==> src/wcache_settings.svh <==
// Weight cache settings

`ifndef WCACHE_SETTINGS_SVH
`define WCACHE_SETTINGS_SVH

// Number of PE row ports
`define WCACHE_NUM_PORTS 4

// Weight RAM address and data widths
`define WCACHE_ADDR_W 13
`define WCACHE_DATA_W 8

`define WCACHE_OCH_W 6      // Output-channel tag

// Hit table entries, power of two
`define WCACHE_HIT_DEPTH 8

`endif

==> src/wcache_pkg.sv <==
// Weight cache types

`default_nettype none

`include "wcache_settings.svh"

package wcache_pkg;

    // Control FSM states
    typedef enum logic [1:0] {
        ST_IDLE,
        ST_CFG,
        ST_WORK,
        ST_FLUSH
    } state_e;

    // Configured opcode
    typedef enum logic {
        MODE_BYPASS,
        MODE_LOOP
    } mode_e;

    typedef logic [`WCACHE_ADDR_W-1:0]             addr_t;
    typedef logic [`WCACHE_DATA_W-1:0]             data_t;
    typedef logic [`WCACHE_OCH_W-1:0]              och_t;
    typedef logic [`WCACHE_NUM_PORTS-1:0]          port_mask_t;
    typedef logic [$clog2(`WCACHE_NUM_PORTS)-1:0]  port_idx_t;
    typedef logic [$clog2(`WCACHE_HIT_DEPTH)-1:0]  hit_idx_t;

endpackage

`default_nettype wire

==> src/filter_counter.sv <==
// Output-channel counter

`default_nettype none

`include "wcache_settings.svh"

module filter_counter import wcache_pkg::*; (
    input  logic                             clk,
    input  logic                             rst_n,
    input  state_e                           state,
    input  port_mask_t                       add_vld,
    input  och_t [`WCACHE_NUM_PORTS-1:0]     add_och,
    output port_mask_t                       och_match,
    output logic                             advance
);

    och_t och_cnt;

    // Tag compare per port
    always_comb begin
        for (int p = 0; p < `WCACHE_NUM_PORTS; p++) begin
            och_match[p] = (add_och[p] == och_cnt);
        end
    end

    // Every port waits on a later channel
    assign advance = (state == ST_WORK) && ((add_vld & ~och_match) == '1);

    // ====================
    // Channel count
    always_ff @(posedge clk or negedge rst_n) begin
        if (!rst_n) begin
            och_cnt <= '0;
        end else if (state == ST_IDLE) begin
            och_cnt <= '0;
        end else if (advance) begin
            och_cnt <= och_cnt + 1'b1;
        end
    end

endmodule

`default_nettype wire

==> config.mk <==
export PLATFORM = sky130hd
export DESIGN_NAME = filter_counter
export DESIGN_NICKNAME = d
export VERILOG_FILES = /design/src/wcache_pkg.sv /design/src/filter_counter.sv
export VERILOG_INCLUDE_DIRS = /design/src /design/src/src
export SDC_FILE = /design/constraint.sdc
export NUM_CORES = 1
export LEC_CHECK = 0
export ABC_AREA = 1
export BUFFER_PORTS_ARGS = -buffer_cell sky130_fd_sc_hd__buf_4
export CORE_MARGIN = 3
export CORE_UTILIZATION = 50
export DETAILED_ROUTE_END_ITERATION = 10
export PLACE_DENSITY = 0.91
export SYNTH_ARGS = -nofsm -noshare
export SYNTH_HDL_FRONTEND = slang
export SYNTH_SLANG_ARGS = --single-unit
==> constraint.sdc <==
create_clock -name clk -period 2.35 [get_ports clk]
set_clock_uncertainty 0.2 [all_clocks]
set_input_delay 0.47 -clock clk [delete_from_list [all_inputs] [get_ports clk]]
set_output_delay 0.47 -clock clk [all_outputs]
set_load 0.03 [all_outputs]
# After elaboration in Yosys (flattened, before gate mapping)
# Index checks and enable logic that the tools add are counted.
classes:
  n_addsub: 1
  n_eq_ne: 6
  muxes: 2
  bitwise_logic: 2
  n_reduce_logical: 3
op_table:
  columns: ["op", "count"]
  rows:
  - ["$eq A6 B6 Y1", 4]
  - ["$mux W6", 2]
  - ["$add A6 B1 Y6 const B", 1]
  - ["$and A4 B4 Y4", 1]
  - ["$eq A4 B4 Y1 const B", 1]
  - ["$not A4 Y4", 1]
  - ["$eq A2 B2 Y1 const B", 1]
  - ["$logic_not A2 Y1", 1]
  - ["$reduce_bool A2 Y1", 1]
  - ["$logic_and A1 B1 Y1", 1]
totals:
  regBits: 6
  input_bits: 32
  output_inout_bits: 5
  wordCells: 15

# Depth between registers and ports, before layout
depth:
  depth_word: 7
  ltp_mapped: 11
  ltp_nobuf: 10

# Worst setup path before layout
# No wires, ideal clock.
synth_timing:
  kind: "reg-to-output"
  start: "reg och_cnt[0]"
  end: "out advance"
  arrival_time_ps: 1362
  required_time_ps: 1680
  path_slack_ps: 318
  path_stages_with_launch: 9
  n_path_buf: 1
  cell_sequence: "dfrtp_1 -> buf_4 -> xor2_1 -> nor2_1 -> nand2_1 -> nor2_4 -> nor2_4 -> nand2_4 -> inv_1"
synth_between:
  elab_chain_len: 5
  elab_cells_between_ends: 8
  cone_classes: "eq/ne: 5; bitwise: 2; reduce/logical: 1"
synth_rtl:
  columns: ["element", "line", "source"]
  rows:
  - ["from (decl)", "filter_counter.sv:17", "och_t och_cnt;"]
  - ["from (signal assigned)", "filter_counter.sv:37", "och_cnt <= och_cnt + 1'b1;"]
  - ["$eq A6 B6 Y1", "filter_counter.sv:22", "och_match[p] = (add_och[p] == och_cnt);"]
  - ["named net och_match[3]", "filter_counter.sv:13", "output port_mask_t och_match,"]
  - ["$not A4 Y4", "filter_counter.sv:27", "assign advance = (state == ST_WORK) && ((add_vld & ~och_match) == '1);"]
  - ["$and A4 B4 Y4", "filter_counter.sv:27", null]
  - ["$eq A4 B4 Y1", "filter_counter.sv:27", null]
  - ["$logic_and A1 B1 Y1", "filter_counter.sv:27", null]
  - ["to (decl)", "filter_counter.sv:14", "output logic advance"]
# The timed path passes the listed nets, and every way through them passes these cells.

# Worst setup path after layout
layout_timing:
  start: "reg och_cnt[3]"
  end: "out advance"
layout_between:
  elab_chain_len: 5
  elab_cells_between_ends: 8
  cone_classes: "eq/ne: 5; bitwise: 2; reduce/logical: 1"
layout_rtl:
  columns: ["element", "line"]
  rows:
  - ["$eq A6 B6 Y1", "filter_counter.sv:22"]
  - ["$not A4 Y4 *", "filter_counter.sv:27"]
  - ["$and A4 B4 Y4 *", "filter_counter.sv:27"]
  - ["$eq A4 B4 Y1 *", "filter_counter.sv:27"]
  - ["$logic_and A1 B1 Y1 *", "filter_counter.sv:27"]
# Every way passes the cells marked *; elsewhere a longest branch is shown, timed or not.

==> metrics <==
Post-Synthesis Cell Area=833.3 sq um; period utilization=0.9855; Netlist cell types=19; CTS tree=done; CP Capture Type=output pin; Fin. Hold Viols=0; critical path peak fanout=8; fin crit period=roughly 2.3 ns; Overall Power=just under 300 uW; max reg flops=6; worst-case reg-to-reg path depth=11; VDD IR max=between 0.2 and 0.3 mV; DP Area=approximately 1100 sq um; die height=46.83 um; reg2reg start=och_cnt[3]$_DFFE_PN0P_; pin count of the biggest net entering global routing=10; drt first pass iters=4; Max Root-Sink Buffers=2; worst skew pair latency=0.24 ns; post-route cell area=between 1000 and 1500 sq um; Pwr Density=approximately 240 nW/um^2; Leakage=0.0007674 uW; leading cell type in the layout, fill and taps excluded=nand2_1; Critical Path AT=about 1.7 ns; net count after synthesis=179; multi-input logic area=~530 sq um; worst slack, placed=about 0.22 ns; via count=~1,000; flop2flop setup slack=0.57 ns; commonest cells after routing, fill and taps aside=nand2_1 (57), buf_4 (47), inv_1 (23); core area=1541 sq um; R2R Path End=och_cnt[0]$_DFFE_PN0P_; worst slew pin tran=0.2558 ns; Slew HR=0.8282; H-tree depth=1; area grow syn2layout=45.80%; fin nets=228; Setup WS post-layout=approximately 0.034 ns; Reg area=approximately 160 sq um; synthesized instance count=146; Final Setup Violations=0; top flop regs=och_cnt (6); share of cells above drive strength 1=0.3575; sequential area share after synthesis=0.1802; FP Rows=14; CTS root buffer=clkbuf_4; GRT Util Overall=0.1925; global-route wire length before repair=a little over 3000 um; DRC errors left=0; Vias/cell=a little under 5; initial antenna violation count=0; Crit Path Category=flip-flop to output pin; register bit total from synthesis=6; Reg with most FFs=och_cnt; Mapped Avg Cell Area=5.708 sq um; initial DRC count=27; FMAX=roughly 430 MHz; I/O pin count=37; WL final=between 2000 and 2500 um; Required @ worst endpoint=~1.7 ns; gp weighted congestion=roughly 0.83; FILL cells=around 120; Initial Utilization=0.5406; Max Slew Vio Count=0; status=complete, no violations; Post-DRT Antenna Nets=0; GR Overflow Total=0; Clock transition at path regs=roughly 0.040 ns; YS warnings=0; DR WL/cell=roughly 11 um; Die W=roughly 47 um; Die Area=~2200 sq um; min-delay worst type=input pin to async pin; fin util=0.7881; I/O Buffers=36; vias in the first global route=877; Clock Sinks=6; Critical Path Start Type=flip-flop; Worst Hold Margin=~0.37 ns; Detail Placement HPWL=about 1700 um; total CTS buffers=3; # Max-Cap Violations=0; Ant. Diodes=0
report_power, final:
part	internal [uW]	total [uW]	switching, uW
Clock	57.5	90.7	33.2
Combinational	54.0	94.9	40.9
Sequential	105	107	2.11
Total	216	292	76.3
cell families after synthesis:
kind of cell / Yosys count / synth area share
xor+xnor: 11 / 0.1156
fa+ha+maj: 1 / 0.01501
buf+inv: 34 / 0.1847
flops: 6 / 0.1802
simple gates: 94 / 0.5045
worst max-delay path by stage:
stage | startpoint | end | slack (ns) | cells past startpoint
finish | och_cnt[3]$_DFFE_PN0P_ | advance | 0.03 | 10
global route | och_cnt[4]$_DFFE_PN0P_ | advance | -0.1 | 10
CTS | och_cnt[2]$_DFFE_PN0P_ | advance | 0.006 | 10
detailed placement | add_och[11] | advance | 0.22 | 11
global placement | add_och[9] | advance | 0.26 | 11
floorplan | och_cnt[0]$_DFFE_PN0P_ | advance | 0.32 | 8
cells in the mapped netlist (all sizes together):
master	count	area [sq um]
nand4	2	18.77
or2	1	6.260
dfrtp	6	150.1
xor2	11	96.34
nand3b	2	15.01
ha	1	12.51
nor3	2	10.01
nand3	15	75.07
nand2	59	231.5
nor2	13	63.81
inv	29	108.9
buf	5	45.04
per-stage QoR:
| step | TNS (ns) | std cells |
|---|---|---|
| after global placement | 0 | 193 |
| after floorplan | 0 | 146 |
| final | 0 | 209 |
| after global routing | -0.09594 | 209 |
| after detailed placement | 0 | 193 |
| after CTS | 0 | 197 |
metal layers:
layer | global-route usage | part of all wire
met1 | 0.2037 | 0.39
met5 | 0 | 0
met3 | 0.02682 | 0.060
met4 | 0.06077 | 0.0059
met2 | 0.3821 | 0.55
layout make-up:
| type | instances | share of cell area |
|---|---|---|
| repair buffers | 49 | 0.3079 |
| inverters | 29 | 0.09166 |
| flip-flops and latches | 6 | 0.1298 |
| clock buffers | 3 | 0.01854 |
| well taps | 16 | 0.01648 |
| multi-input cells | 106 | 0.4356 |
worst max-delay path, stage by stage, from the launching register on:
cell     delay (ns)
dfrtp_2        0.47
inv_2          0.11
nand2_1        0.06
nand2_1        0.05
nor2_1         0.04
nand3_1        0.11
nand2_2        0.08
nor2_4         0.19
nand2_4        0.09
inv_1          0.07
buf_6          0.13
what timing repair did:
action	in CTS	in global routing
pin swaps	0	3
gates resized for setup	1	8
hold endpoints to repair	6	0
buffers inserted	0	12
hold buffers	1	0
setup endpoints to repair	1	1
Note: power is estimated with default switching activity, not from simulation.
