==> src/wcache_settings.svh <==
// Weight cache settings

`ifndef WCACHE_SETTINGS_SVH
`define WCACHE_SETTINGS_SVH

// Number of PE row ports
`define WCACHE_NUM_PORTS 4

// Weight RAM address and data widths
`define WCACHE_ADDR_W 13
`define WCACHE_DATA_W 8

`define WCACHE_OCH_W 6      // Output-channel tag

// Hit table entries, power of two
`define WCACHE_HIT_DEPTH 8

`endif

==> src/wcache_pkg.sv <==
// Weight cache types

`default_nettype none

`include "wcache_settings.svh"

package wcache_pkg;

    // Control FSM states
    typedef enum logic [1:0] {
        ST_IDLE,
        ST_CFG,
        ST_WORK,
        ST_FLUSH
    } state_e;

    // Configured opcode
    typedef enum logic {
        MODE_BYPASS,
        MODE_LOOP
    } mode_e;

    typedef logic [`WCACHE_ADDR_W-1:0]             addr_t;
    typedef logic [`WCACHE_DATA_W-1:0]             data_t;
    typedef logic [`WCACHE_OCH_W-1:0]              och_t;
    typedef logic [`WCACHE_NUM_PORTS-1:0]          port_mask_t;
    typedef logic [$clog2(`WCACHE_NUM_PORTS)-1:0]  port_idx_t;
    typedef logic [$clog2(`WCACHE_HIT_DEPTH)-1:0]  hit_idx_t;

endpackage

`default_nettype wire

==> src/wcache_ctrl_fsm.sv <==
// Weight cache control FSM

`default_nettype none

module wcache_ctrl_fsm import wcache_pkg::*; (
    input  logic       clk,
    input  logic       rst_n,
    input  logic       cfg_vld,
    input  logic       cfg_cache_ena,
    input  logic       advance,
    input  port_mask_t busy,
    output logic       cfg_rdy,
    output state_e     state,
    output mode_e      mode,
    output logic       flush
);

    state_e next_state;

    // ====================
    // State transitions
    always_comb begin
        next_state = state;
        case (state)
            ST_IDLE:  if (cfg_vld) next_state = ST_CFG;
            ST_CFG:   next_state = ST_WORK;
            ST_WORK: begin
                if (cfg_vld) begin
                    next_state = ST_IDLE;       // Abort back to idle
                end else if (advance) begin
                    next_state = ST_FLUSH;
                end
            end
            ST_FLUSH: if (busy == '0) next_state = ST_WORK;
            default:  next_state = ST_IDLE;
        endcase
    end

    always_ff @(posedge clk or negedge rst_n) begin
        if (!rst_n) begin
            state <= ST_IDLE;
        end else begin
            state <= next_state;
        end
    end

    // Opcode captured on the way out of CFG
    always_ff @(posedge clk or negedge rst_n) begin
        if (!rst_n) begin
            mode <= MODE_BYPASS;
        end else if (state == ST_IDLE) begin
            mode <= MODE_BYPASS;
        end else if (state == ST_CFG) begin
            mode <= cfg_cache_ena ? MODE_LOOP : MODE_BYPASS;
        end
    end

    assign cfg_rdy = (state == ST_IDLE);
    assign flush   = (state == ST_WORK) && (next_state == ST_FLUSH);  // Entry pulse

    a_cfg_single_cycle: assert property (
        @(posedge clk) disable iff (!rst_n) (state == ST_CFG) |=> (state != ST_CFG));

endmodule

`default_nettype wire

==> config.mk <==
export PLATFORM = sky130hd
export DESIGN_NAME = wcache_ctrl_fsm
export DESIGN_NICKNAME = d
export VERILOG_FILES = /design/src/wcache_pkg.sv /design/src/wcache_ctrl_fsm.sv
export VERILOG_INCLUDE_DIRS = /design/src /design/src/src
export SDC_FILE = /design/constraint.sdc
export NUM_CORES = 1
export LEC_CHECK = 0
export BUFFER_PORTS_ARGS = -buffer_cell sky130_fd_sc_hd__clkbuf_2
export CAP_MARGIN = 20
export CORE_AREA = 3 3 40 42
export CTS_CLUSTER_DIAMETER = 200
export DETAILED_ROUTE_END_ITERATION = 10
export DIE_AREA = 0 0 43 45
export GPL_TIMING_DRIVEN = 0
export MAX_ROUTING_LAYER = met4
export PLACE_DENSITY = 0.37
export SLEW_MARGIN = 5
export SYNTH_ARGS = -nofsm -noshare
export SYNTH_HDL_FRONTEND = slang
export SYNTH_SLANG_ARGS = --single-unit
==> constraint.sdc <==
create_clock -name clk -period 1.18 [get_ports clk]
set_input_delay 0.059 -clock clk [delete_from_list [all_inputs] [get_ports clk]]
set_output_delay 0.059 -clock clk [all_outputs]
set_load 0.05 [all_outputs]
-- Word-level counts from Yosys, hierarchy flattened
Index checks and enable logic that the tools add are counted.
Widths: inputs -> output; s select.
- bits in registers: 3
- input bits: 9
- equality and inequality tests: 4
- mux-type cells: 8
- reduce and logical (&&, ||, !) cells: 4
- operators with widths (operator ; number):
    $mux 2 ; 4
    $pmux 2 s4 ; 1
    $eq 2x2->1 const B ; 3
    $logic_not 4->1 ; 1
    $mux 1 ; 3
    $eq 2x1->1 const B ; 1
    $logic_not 2->1 ; 1
    $reduce_bool 2->1 ; 1
    $logic_and 1x1->1 ; 1

-- Logic depth before layout (Yosys ltp)
- word-level depth: 5
- mapped depth: 2
- depth with buffers taken out: 2

-- Worst setup path after synthesis
No wires, ideal clock.
- kind: register to register
- start: reg state[1]
- end: reg state[0]
- library setup time: 69 ps
- arrival time: 1621 ps
- path slack: -509 ps
- stages on the path, launching flop included: 3
- path buffers: 0
- clock period less this slack: 1689 ps
- path through: dfrtp_1 > nor2_1 > a221o_1
- word-level cells in the longest chain between the ends: 2
- elaborated cells on any way between the ends: 5
- classes of those cells: 3 x eq/ne; 1 x mux; 1 x reduce/logical
- RTL lines (what ; line ; text):
    start: declaration ; wcache_ctrl_fsm.sv:13 ; output state_e state,
    start signal: assignment ; wcache_ctrl_fsm.sv:43 ; state <= next_state;
    $logic_not 2->1 ; -- ;
    named net cfg_rdy ; wcache_ctrl_fsm.sv:12 ; output logic cfg_rdy,
    $pmux 2 s4 ; wcache_ctrl_fsm.sv:24 ; case (state)
    named net next_state[0] ; wcache_ctrl_fsm.sv:18 ; state_e next_state;
The timed path passes the listed nets, and every way through them passes these cells.
A chain may end at the register's enable or synchronous reset.

-- Worst setup path in the final report
- start: reg state[0]
- end: out flush
- word-level cells in the longest chain between the ends: 5
- elaborated cells on any way between the ends: 11
- classes of those cells: 4 x eq/ne; 5 x mux; 2 x reduce/logical
- RTL lines (what ; line ; text):
    $mux 2 ; wcache_ctrl_fsm.sv:30 ; end else if (advance) begin
    $mux 2 ; wcache_ctrl_fsm.sv:28 ; if (cfg_vld) begin
    $pmux 2 s4 ; wcache_ctrl_fsm.sv:24 ;
    $eq 2x2->1 ; wcache_ctrl_fsm.sv:59 ; assign flush = (state == ST_WORK) && (next_state == ST_FLUSH);
    $logic_and 1x1->1 (*) ; wcache_ctrl_fsm.sv:59 ;
    end: declaration ; wcache_ctrl_fsm.sv:15 ; output logic flush
Every way passes the cells marked *; elsewhere a longest branch is shown, timed or not.

==> results.yml <==
detailed_routing:
  wire_per_inst_um: 9.57
  drc: 0
  initialDrtViolationCount: 4
  via_count: 173
  1st_pass_router_iterations: 2
  vias_per_cell: 3.76
  ant_nets: 0
  postRouteWirelength_um: 440
global_route:
  grtUsageTotal_pct: 6.45
  antenna_violations_before_repair: 0
  globalRoute.totalOverflow: 0
  global_route_wire_length_before_repair_um: 779
  pin_count_of_the_biggest_net_entering_global_routing: 8
  first_global_vias: 175
clock_network:
  clock_sinks: 3
  insertion_delay_ns: 0.23
  tritoncts: "yes"
  tritoncts.num_buffers: 3
  clk_path_buf_depth: 2
  htreeDepth: 1
  root_buffer: "sky130_fd_sc_hd__clkbuf_4"
  clk_transition_reported_paths_ns: 0.04
place:
  place_hpwl_um: 330
  placement.setup.worst_slack_ns: 0.0993
  gp_congestion: 0.747
  dp_cells: 40
  port_buffers: 13
outcome:
  failed_checks: "negative setup slack"
  outcome: "finished, violations left"
final_layout:
  fin_nets: 41
  final_layout_size_suffix_gt1_share_pct: 67.7
  area_growth_pct: 118
  fill_cells: 142
  final_cells: 46
  inserted_diodes: 0
synth:
  synthDominantCellAreaShare_pct: 55.0
  yosysWarningCount: 0
  synth_edf_count: 0
  post_synth_instance_area_sq_um: 136
  syn-mean-instance-area_sq_um: 11.4
  syn_nets: 21
  synth_common_cells: "sky130_fd_sc_hd__dfrtp_1 (3), sky130_fd_sc_hd__nand2_1 (2)"
  dominantRegCellSynth: "sky130_fd_sc_hd__dfrtp_1"
  yosys.cell_types.count: 9
  yosys.cell_count.top_type: "sky130_fd_sc_hd__dfrtp_1"
  share_of_the_yosys_chip_area_belonging_to_registers_pct: 55.0
  synth_cells: 12
  netlist_top_cells_area: "sky130_fd_sc_hd__dfrtp_1 (55%), sky130_fd_sc_hd__and4bb_2 (9.2%), sky130_fd_sc_hd__o41a_1 (8.3%)"
  synth-async-reset-ratio_pct: 100
  number_of_synthesized_register_bits: 3
  synth_top_area_cell: "sky130_fd_sc_hd__dfrtp_1"
setup_path:
  worstPathRequired_ns: 1.12
  timing.critical_path.fanout_max: 4
  timing.setup.critical_path_class: "flip-flop to output pin"
  arrival_ns: 1.16
  worstSetupEndpointType: "output pin"
  critical_path.startpoint_type: "flip-flop"
  reg2reg_depth: 2
floorplanning:
  die_w_um: 43
  initial_utilization_pct: 10.6
  rows: 13
  design.core.area_sq_um: 1280
  die-area_sq_um: 1940
  boundaryPins: 14
  die_h_um: 45
sta:
  report.final.slew_viol_count: 0
  period_needed_ns: 1.22
  final.period_utilization_pct: 103
  max_slew.worst_pin.slew_ns: 0.277
  clock-skew-final_ns: 0.00101
  achievable_frequency_mhz: 823
  hold_violations: 0
  worst_slack_ns: -0.0352
  fin_worst_hold_slack_ns: 0.0673
  worst_slew_margin_rel_pct: 81.6
  report.final.setup_viol: 1
  grt_setup_unrepaired: "true"
hold_path:
  min_path_cells: 3
  hp-class: "primary input to flip-flop"
pwr:
  vdd_ir_drop_max_uv: 922
  power.static_leakage_nw: 0.149
  cellPowerDensity_nw_per_um2: 3190
run:
  timing.max_cap.violations: 0
-- state kept, by name, summed over array words and instances (netlist names) --
signal  count
state       2
mode        1
-- cells in the final DEF (no fill, tap or decap), drive strengths merged --
cell type,instances
clkbuf,16
dfrtp,3
nand2,2
buf,2
nor2,1
o41a,1
and4bb,1
a221o,1
inv,1
a21o,1
o21ai,1
dlygate4sd3,1
-- kinds of logic after synthesis --
family                 after synthesis  synth area share (%)
DFF                                  3                  55.0
and+or+nand+nor                      4                  17.4
buffers and inverters                1                  2.75
AOI/OAI and AO/OA                    4                  24.8
-- critical path, stage by stage (launching register included) --
cell                        delay, ns
sky130_fd_sc_hd__dfrtp_2         0.43
sky130_fd_sc_hd__and4bb_4        0.33
sky130_fd_sc_hd__clkbuf_16       0.16
-- layout make-up --
type / count / area (sq um) / area share [%]
clock buffer: 4 / 26.3 / 8.82
inverter: 1 / 3.75 / 1.26
multi-input combinational: 8 / 68.8 / 23.1
sequential: 3 / 77.6 / 26.1
tap: 15 / 18.8 / 6.30
timing repair buffer: 15 / 103 / 34.5
-- per-layer routing --
metal	share of wire, %	vias to the layer above	track usage (%)
li1	-	82	-
met1	47	73	6.80
met2	30	16	6.89
met3	20	2	5.98
met4	2.0	0	5.42
met5	0	-	-
-- what timing repair did --
action | CTS | global route
hold buffers | 1 | 0
endpoints found under the hold margin | 3 | 0
resized for setup | 3 | 1
setup buffers | 1 | 0
endpoints found under the setup margin | 1 | 2
-- report_power, final --
part	internal, mW	switching (mW)	total [mW]	leakage (nW)
clock	0.127	0.0535	0.180	0.0150
sequential	0.162	0.0744	0.236	0.0350
combinational	0.174	0.359	0.533	0.0989
-- through the flow --
step / power [mW] / utilization, % / instance area, sq um / TNS, ns
2_1_floorplan: 0.604 / - / 150 / -0.0689
3_3_place_gp: 0.711 / 18.2 / 234 / 0
3_5_place_dp: 0.719 / 18.2 / 234 / 0
4_1_cts: 0.962 / 23.2 / 298 / -0.0411
5_1_grt: 1.02 / 23.2 / 298 / -0.0829
6_report: 0.950 / 23.2 / 298 / -0.0352
-- final timing paths --
check | from | to | slack [ns]
worst max-delay path | state[0]$_DFF_PN0_ | flush | -0.04
worst min-delay path | cfg_cache_ena | mode$_DFFE_PN0P_ | 0.07
worst max register to register | state[1]$_DFF_PN0_ | state[0]$_DFF_PN0_ | 0.11
worst min register to register | mode$_DFFE_PN0P_ | mode$_DFFE_PN0P_ | 0.48
max in group asynchronous | rst_n | state[0]$_DFF_PN0_ | 0.90
min in group asynchronous | rst_n | mode$_DFFE_PN0P_ | 0.16
No activity file was read; power rests on OpenSTA's default activity.
