$ cat config.mk
export PLATFORM = sky130hd
export DESIGN_NAME = port_return_stage
export DESIGN_NICKNAME = d
export VERILOG_FILES = /design/src/wcache_pkg.sv /design/src/port_return_stage.sv
export VERILOG_INCLUDE_DIRS = /design/src /design/src/src
export SDC_FILE = /design/constraint.sdc
export NUM_CORES = 1
export LEC_CHECK = 0
export ABC_AREA = 1
export BUFFER_PORTS_ARGS = -buffer_cell sky130_fd_sc_hd__buf_2
export CAP_MARGIN = 15
export CELL_PAD_IN_SITES_DETAIL_PLACEMENT = 0
export CELL_PAD_IN_SITES_GLOBAL_PLACEMENT = 1
export CORE_MARGIN = 5
export CORE_UTILIZATION = 23
export CTS_CLUSTER_SIZE = 28
export DETAILED_ROUTE_END_ITERATION = 8
export GPL_ROUTABILITY_DRIVEN = 0
export GPL_TIMING_DRIVEN = 0
export PLACE_DENSITY = 0.73
export SYNTH_ARGS = -nofsm -noshare
export SYNTH_HDL_FRONTEND = slang
export SYNTH_SLANG_ARGS = --single-unit
$ cat constraint.sdc
create_clock -name clk -period 2 [get_ports clk]
set_clock_uncertainty 0.2 [all_clocks]
set_input_delay 0.2 -clock clk [delete_from_list [all_inputs] [get_ports clk]]
set_output_delay 0.2 -clock clk [all_outputs]
set_load 0.02 [all_outputs]
$ cat src/wcache_settings.svh
// Weight cache settings

`ifndef WCACHE_SETTINGS_SVH
`define WCACHE_SETTINGS_SVH

// Number of PE row ports
`define WCACHE_NUM_PORTS 4

// Weight RAM address and data widths
`define WCACHE_ADDR_W 13
`define WCACHE_DATA_W 8

`define WCACHE_OCH_W 6      // Output-channel tag

// Hit table entries, power of two
`define WCACHE_HIT_DEPTH 8

`endif

$ cat src/wcache_pkg.sv
// Weight cache types

`default_nettype none

`include "wcache_settings.svh"

package wcache_pkg;

    // Control FSM states
    typedef enum logic [1:0] {
        ST_IDLE,
        ST_CFG,
        ST_WORK,
        ST_FLUSH
    } state_e;

    // Configured opcode
    typedef enum logic {
        MODE_BYPASS,
        MODE_LOOP
    } mode_e;

    typedef logic [`WCACHE_ADDR_W-1:0]             addr_t;
    typedef logic [`WCACHE_DATA_W-1:0]             data_t;
    typedef logic [`WCACHE_OCH_W-1:0]              och_t;
    typedef logic [`WCACHE_NUM_PORTS-1:0]          port_mask_t;
    typedef logic [$clog2(`WCACHE_NUM_PORTS)-1:0]  port_idx_t;
    typedef logic [$clog2(`WCACHE_HIT_DEPTH)-1:0]  hit_idx_t;

endpackage

`default_nettype wire

$ cat src/port_return_stage.sv
// Per-port return stage

`default_nettype none

module port_return_stage import wcache_pkg::*; (
    input  logic   clk,
    input  logic   rst_n,
    input  state_e state,
    input  logic   take_hit,
    input  data_t  hit_data,
    input  logic   req_lst,
    input  logic   ram_vld,
    input  data_t  ram_data,
    input  logic   ram_lst,
    input  logic   dat_rdy,
    output logic   can_take,
    output logic   busy,
    output logic   dat_vld,
    output logic   dat_lst,
    output data_t  dat_data
);

    logic  hold_vld;
    logic  hold_lst;
    data_t hold_data;

    // Held entry leaves when RAM data is not in front of it
    assign can_take = !hold_vld || (dat_rdy && !ram_vld);
    assign busy     = hold_vld;

    always_ff @(posedge clk or negedge rst_n) begin
        if (!rst_n) begin
            hold_vld <= 1'b0;
        end else if (state == ST_IDLE) begin
            hold_vld <= 1'b0;
        end else if (can_take) begin
            hold_vld <= take_hit;
        end
    end

    always_ff @(posedge clk) begin
        if (take_hit && can_take) begin
            hold_data <= hit_data;
            hold_lst  <= req_lst;
        end
    end

    // ====================
    // Output select
    assign dat_vld  = ram_vld || hold_vld;
    assign dat_data = ram_vld ? ram_data : hold_data;   // RAM answer first
    assign dat_lst  = ram_vld ? ram_lst : hold_lst;

    a_hold_stable: assert property (
        @(posedge clk) disable iff (!rst_n)
        (dat_vld && !dat_rdy) |=> (dat_vld && $stable(dat_data) && $stable(dat_lst)));

endmodule

`default_nettype wire

Word-level counts from Yosys, hierarchy flattened
Index checks and enable logic that the tools add are counted.
Word-level totals
  bits in registers: 10
  output and inout bits: 12
  input port bits: 25
  logic and storage cells: 15
Cells by class
  muxes and demuxes: 4
  reduce and logical (&&, ||, !) cells: 8
Operators by type and width (number)
  8-bit two-way mux: 1
  1-bit two-way mux: 3
  1-bit logical AND: 2
  1-bit logical NOT: 2
  2-bit logical NOT: 1
  1-bit logical OR: 2
  2-bit nonzero test: 1

Depth between registers and ports, before layout
Gate-level depths: netlist of run 1.
  word-level depth: 5
  depth in mapped cells: 4
  mapped depth without buffers: 4

Least setup slack after synthesis of run 1
No wires, ideal clock.
  path type: register -> register
  start point: register hold_vld, in the netlist busy
  end point: register hold_data[0] (enable)
  required time: 1.423 ns
  cell stages (with the launch flop): 2
  setup slack: 0.418 ns
  setup time: 0.377 ns
  arrival time: 1.004 ns
  period minus slack after synthesis: 1.582 ns
  cell sequence: dfrtp_1 > a21boi_1
On the way
  word-level cells in the longest chain between the ends: 3
RTL lines
  from (decl): line port_return_stage.sv:23  | logic hold_vld;
  from (signal assigned): line port_return_stage.sv:37  | hold_vld <= take_hit;
  1-bit logical NOT: line port_return_stage.sv:28  | assign can_take = !hold_vld || (dat_rdy && !ram_vld);
  1-bit logical OR: line port_return_stage.sv:28
  1-bit logical AND: line port_return_stage.sv:42  | if (take_hit && can_take) begin
  to (signal assigned): line port_return_stage.sv:43  | hold_data <= hit_data;
  to (decl): line port_return_stage.sv:25  | data_t hold_data;
Every way passes these cells.
A chain may end at the register's enable or synchronous reset.

Worst setup path in the final report of run 1
  start point: input port take_hit
  end point: register hold_data[4] (enable)
On the way
  word-level cells in the longest chain between the ends: 1
RTL lines
  from (decl): line port_return_stage.sv:9  | input logic take_hit,
  1-bit logical AND: line port_return_stage.sv:42
Every way passes these cells.

==> results of run 1 <==
[power by group]
group          internal [W]  switching, W
registers          0.000244    0.00000470
clock network      0.000110     0.0000641
logic             0.0000565     0.0000662
total              0.000411      0.000135
[cell usage after synthesis]
cell / instances / area [um2]
dfrtp_1: 1 / 25.0
buf_6: 1 / 11.3
inv_1: 2 / 7.51
nand2_2: 1 / 6.26
nand2_1: 31 / 116
or2_1: 1 / 6.26
edfxtp_1: 9 / 270
inv_2: 1 / 3.75
nand3_1: 1 / 5.00
a21boi_1: 1 / 7.51
[sequential cells by signal, indices dropped and copies added (netlist names)]
signal	count
busy	1
hold_data	8
hold_lst	1
[area by class of cell]
| class | instances | area [um2] |
|---|---|---|
| Buffer | 1 | 11.3 |
| Clock buffer | 4 | 36.3 |
| Fill cell | 191 | 1120 |
| Sequential cell | 10 | 295 |
| Inverter | 3 | 11.3 |
| Tap cell | 27 | 33.8 |
| Timing Repair Buffer | 47 | 290 |
| Multi-Input combinational cell | 35 | 141 |
[metrics by stage]
stage                     instance area [um2]  worst slack (ps)  utilization, %  power (W)  instances
after floorplan                           459               418               -   0.000311         49
after global placement                    673               253            34.7   0.000360        112
after detailed placement                  673               232            34.7   0.000361        112
after CTS                                 820               201            42.2   0.000555        127
after global routing                      820               125            42.2   0.000574        127
final                                     820               224            42.2   0.000546        127
[routing by layer]
metal | share of wire [%] | GRT usage, % | vias up
met3 | 5.9 | 3.00 | 2
met5 | 0 | 0 | -
met2 | 54 | 15.6 | 15
li1 | - | - | 256
met4 | 1.1 | 6.22 | 0
met1 | 38 | 9.00 | 204
[what timing repair did]
item                                   4_1_cts  5_1_grt
buffers inserted                             0        0
endpoints found under the hold margin       11        0
hold buffers                                11        0
setup endpoints to repair                    0        0
gates resized for setup                      0        0
[kinds of logic after synthesis]
group,share of synthesized area [%]
compound gates,1.64
buf+inv,4.90
flops,64.3
simple gates,29.2
[path summary, 6_finish.rpt]
check | start | endpoint | slack [ps] | depth (start not counted)
setup / recovery | take_hit | hold_data[4] | 220 | 3
hold reg to reg | busy | busy | 360 | 2
hold / removal | dat_rdy | busy | 40 | 4
min in group asynchronous | rst_n | busy | 60 | 2
max in group asynchronous | rst_n | busy | 1460 | 2
setup reg to reg | busy | hold_data[4] | 370 | 1
[worst max-delay path, delay by kind of cell]
family          cells  cell delay [ps]
compound gates      1              640
buf+inv             2              620
==> metrics.csv, run 1 <==
metric,value,unit
FMAX,563,MHz
"Setup violations, final",0,
clk_lat worst skew,260,ps
CTS Root Cell,clkbuf_4,
Detailed Route Iter0 Violations,2,
Die Y,54.7,um
syn avg cell area,9.37,um2
placeable core region,1940,um2
final count of hold timing violations,0,
CTS tree,built,
RSZ-0062 raised after global routing,no,
worst-path cell chain,dlygate4sd3_1 > buf_2 > a21boi_1,
total routed wirelength,1240,um
num rows,16,
"Largest stage delay, worst path",640,ps
Ports,37,
Relative slew margins,47.5,%
drt pass-1 iters,2,
H-tree depth,1,
crit path launch type,input pin,
DIE AREA,2990,um2
CP Capture Type,flip-flop,
first-pass GRT wire length,1830,um
Synth Net Count,74,
layout cell share with drive strength beyond 1,43.0,%
nets,126,
"commonest non-fill, non-tap cell in the layout",buf_2,
worst-margin pin slew,786,ps
Final Max Slew Viols,0,
"Seq/Total Area, Yosys",64.3,%
Worst EP arrival,1460,ps
gr usage total,9.01,%
Worst path slowest cell,a21boi_1,
post-synthesis cell area,459,um2
pwr dens,667,nW/um2
ant diodes,0,
Max VDD drop,0.479,mV
grt total ovfl,0,
DP Wirelength,895,um
largest net degree at the start of global routing,11,
vias in the first global route,440,
Hold Worst Slack,38.5,ps
Num CTS Buffers,3,
Post-route DRC,0,
data required time at the worst endpoint,1690,ps
run status,finished clean,
"commonest non-fill, non-tap cells in the layout","buf_2 (36), nand2_1 (31), dlygate4sd3_1 (11)",
hold crit path type,input pin to flip-flop,
CTS sink count,10,
Fin Setup TNS,0,ps
Post-Synthesis Cells,49,
"CTS clk-pin slew, worst paths",60,ps
Max Cap Viol,0,
initial antenna violation count,0,
CP max FO,9,
Ys Warns,0,
Max Root-Sink Buffers,2,
synth unique cells,10,
Via-to-Cell Ratio,3.76,
critical path class,input pin to flip-flop,
Layout area overhead,78.5,%
Pleak,0.427,nW
Via Count,477,
Detail Route Antenna Nets,0,
Initial Utilization,23.6,%
wire per inst,9.80,um
minimum clock period,1780,ps
PortBufs,36,
Seq cells post-synth,10,
fin crit share,88.8,%
DIE WIDTH,54.7,um
No activity file was read; power rests on OpenSTA's default activity.
==> run 2: changes to the inputs <==
- CORE_MARGIN: 5 -> 2
==> run 2 against run 1 <==
  * Register-to-register slack hardly changed
  * Flip-flop and latch count stayed put
  * Clock power is 5% higher
  * Hold slack worse by 17 ps
  * Largest power group unchanged
  * Highest routed layer is now met3
  * Largest cell class unchanged
  * Sequential power hardly changed
  * Non-clock buffer count stayed put
  * Die area is 21% lower
  * Cell count stayed put
==> metrics.csv, run 2 (synthesis gave the netlist of run 1 again) <==
metric,value,unit,change
nets,126,,unchanged
worst-margin pin slew,784,ps,-2.15 ps
vias in the first global route,463,,+5.2%
"CTS clk-pin slew, worst paths",70,ps,about the same
Worst R2R End,hold_data[0],,
Largest Register,hold_data,,
worst setup path start,take_hit,,
Num CTS Buffers,3,,unchanged
met2 Use GR,18.0,%,+2.5 points
Hold Worst Slack,21.4,ps,-17.1 ps
grt total ovfl,0,,unchanged
gr usage total,10.3,%,+1.3 points
post-CTS setup buffer count,0,,unchanged
GRT met3 Usage,2.16,%,-0.84 points
post-CTS sizing,0,,unchanged
run status,finished clean,,
met1 layer usage reported by global route,11.6,%,+2.6 points
hold crit path type,input pin to flip-flop,,
CP max FO,9,,unchanged
CP Capture Type,flip-flop,,
DP Wirelength,815,um,-9.0%
Filler Cells Inserted,222,,+16%
register share of total power,45.1,%,-0.5 points
CTS sink count,10,,unchanged
Detail Route Antenna Nets,0,,unchanged
Relative slew margins,47.6,%,+0.14 points
minimum clock period,1770,ps,-9.51 ps
Via-to-Cell Ratio,3.85,,+2.5%
Initial Utilization,23.9,%,+0.25 points
multi-input logic area,141,um2,unchanged
data required time at the worst endpoint,1690,ps,about the same
Worst R2R Path Depth,1,,unchanged
clk_lat worst skew,270,ps,about the same
Register Area,295,um2,unchanged
Ports,37,,unchanged
crit path launch type,input pin,,
placeable core region,1920,um2,-1.0%
"commonest non-fill, non-tap cell in the layout",buf_2,,
Fin Setup TNS,0,ps,unchanged
Detailed Route Iter0 Violations,0,,-2
critical path class,input pin to flip-flop,,
"Setup violations, final",0,,unchanged
max FFs per register,8,,unchanged
Max Root-Sink Buffers,2,,unchanged
Pleak,0.427,nW,unchanged
CP endpoint,hold_data[0],,
FMAX,566,MHz,+0.54%
initial antenna violation count,0,,unchanged
PortBufs,36,,unchanged
layout cell share with drive strength beyond 1,43.0,%,unchanged
Comb power frac,21.9,%,-0.6 points
Via Count,489,,+2.5%
pre-CTS setup slack,192,ps,-40.3 ps
final count of hold timing violations,0,,unchanged
ant diodes,0,,unchanged
Die Y,48.7,um,-11%
DIE AREA,2370,um2,-21%
switching share of total power,25.7,%,+0.99 points
first-pass GRT wire length,1870,um,+2.2%
Final Max Slew Viols,0,,unchanged
CTS tree,built,,
most used routing layer in global routing,met2,,
Max Cap Viol,0,,unchanged
fin crit share,88.3,%,-0.48 points
Layout area overhead,78.5,%,unchanged
total routed wirelength,1130,um,-8.9%
pwr dens,675,nW/um2,+1.3%
"commonest non-fill, non-tap cells in the layout","buf_2 (36), nand2_1 (31), dlygate4sd3_1 (11)",,
Switch Pwr,0.000142,W,+5.4%
R2R Path Start,busy,,
Worst EP arrival,1460,ps,about the same
largest net degree at the start of global routing,11,,unchanged
wire per inst,8.92,um,-8.9%
Max VDD drop,0.364,mV,-24%
Post-route DRC,0,,unchanged
internal power,0.000411,W,about the same
post-route worst setup slack,233,ps,+9.51 ps
CTS Root Cell,clkbuf_4,,
register-to-register setup slack,360,ps,about the same
DIE WIDTH,48.7,um,-11%
num rows,16,,unchanged
H-tree depth,1,,unchanged
clock power share,33.0,%,+1.1 points
drt pass-1 iters,1,,-1
RSZ-0062 raised after global routing,no,,
==> run 2: cell counts in the layout (fill, tap and decap cells not counted) <==
Identical to the previous run, type by type.
==> run 2: final cells by class <==
class	count	share of cell area [%]
Tap cell	27	4.12
Timing Repair Buffer	47	35.4
Inverter	3	1.37
Buffer	1	1.37
Multi-Input combinational cell	35	17.3
Sequential cell	10	36.0
Clock buffer	4	4.43
==> run 2: what timing repair did <==
| item | in CTS | in global routing |
|---|---|---|
| hold buffers | 11 | 0 |
| hold endpoints to repair | 11 | 0 |
| endpoints found under the setup margin | 0 | 0 |
==> run 2: critical path, cell delays in order <==
cell           delay, ps
dlygate4sd3_1        520
buf_2                100
a21boi_1             640
==> run 2: per-layer routing <==
layer	wire length (um)	vias to the layer above	part of all wire (%)
met4	0	0	0
met3	99	0	8.7
li1	-	258	-
met2	575	25	51
met5	0	-	0
met1	458	206	40
==> run 2: metrics by stage <==
stage	total power, W	utilization [%]	cell area, um2	std cells
CTS	0.000558	42.6	820	127
global placement	0.000359	35.0	673	112
global route	0.000585	42.6	820	127
detailed placement	0.000361	35.0	673	112
floorplan	0.000311	-	459	49
finish	0.000553	42.6	820	127
==> run 2: power by group through the flow <==
stage / Sequential (W) / Combinational [W] / Clock (W)
final: 0.000249 / 0.000121 / 0.000183
after global routing: 0.000251 / 0.000135 / 0.000200
after CTS: 0.000250 / 0.000123 / 0.000186
after detailed placement: 0.000254 / 0.000106 / 0
after global placement: 0.000254 / 0.000105 / 0
after floorplan: 0.000256 / 0.0000555 / 0
==> run 2: worst min path at each step <==
stage,startpoint,to,slack [ps],cells past startpoint
after floorplan,rst_n,busy,-300,0
after global placement,rst_n,busy,-220,1
after detailed placement,rst_n,busy,-220,1
after CTS,rst_n,busy,20,2
after global routing,rst_n,busy,40,2
final,state[1],busy,20,5
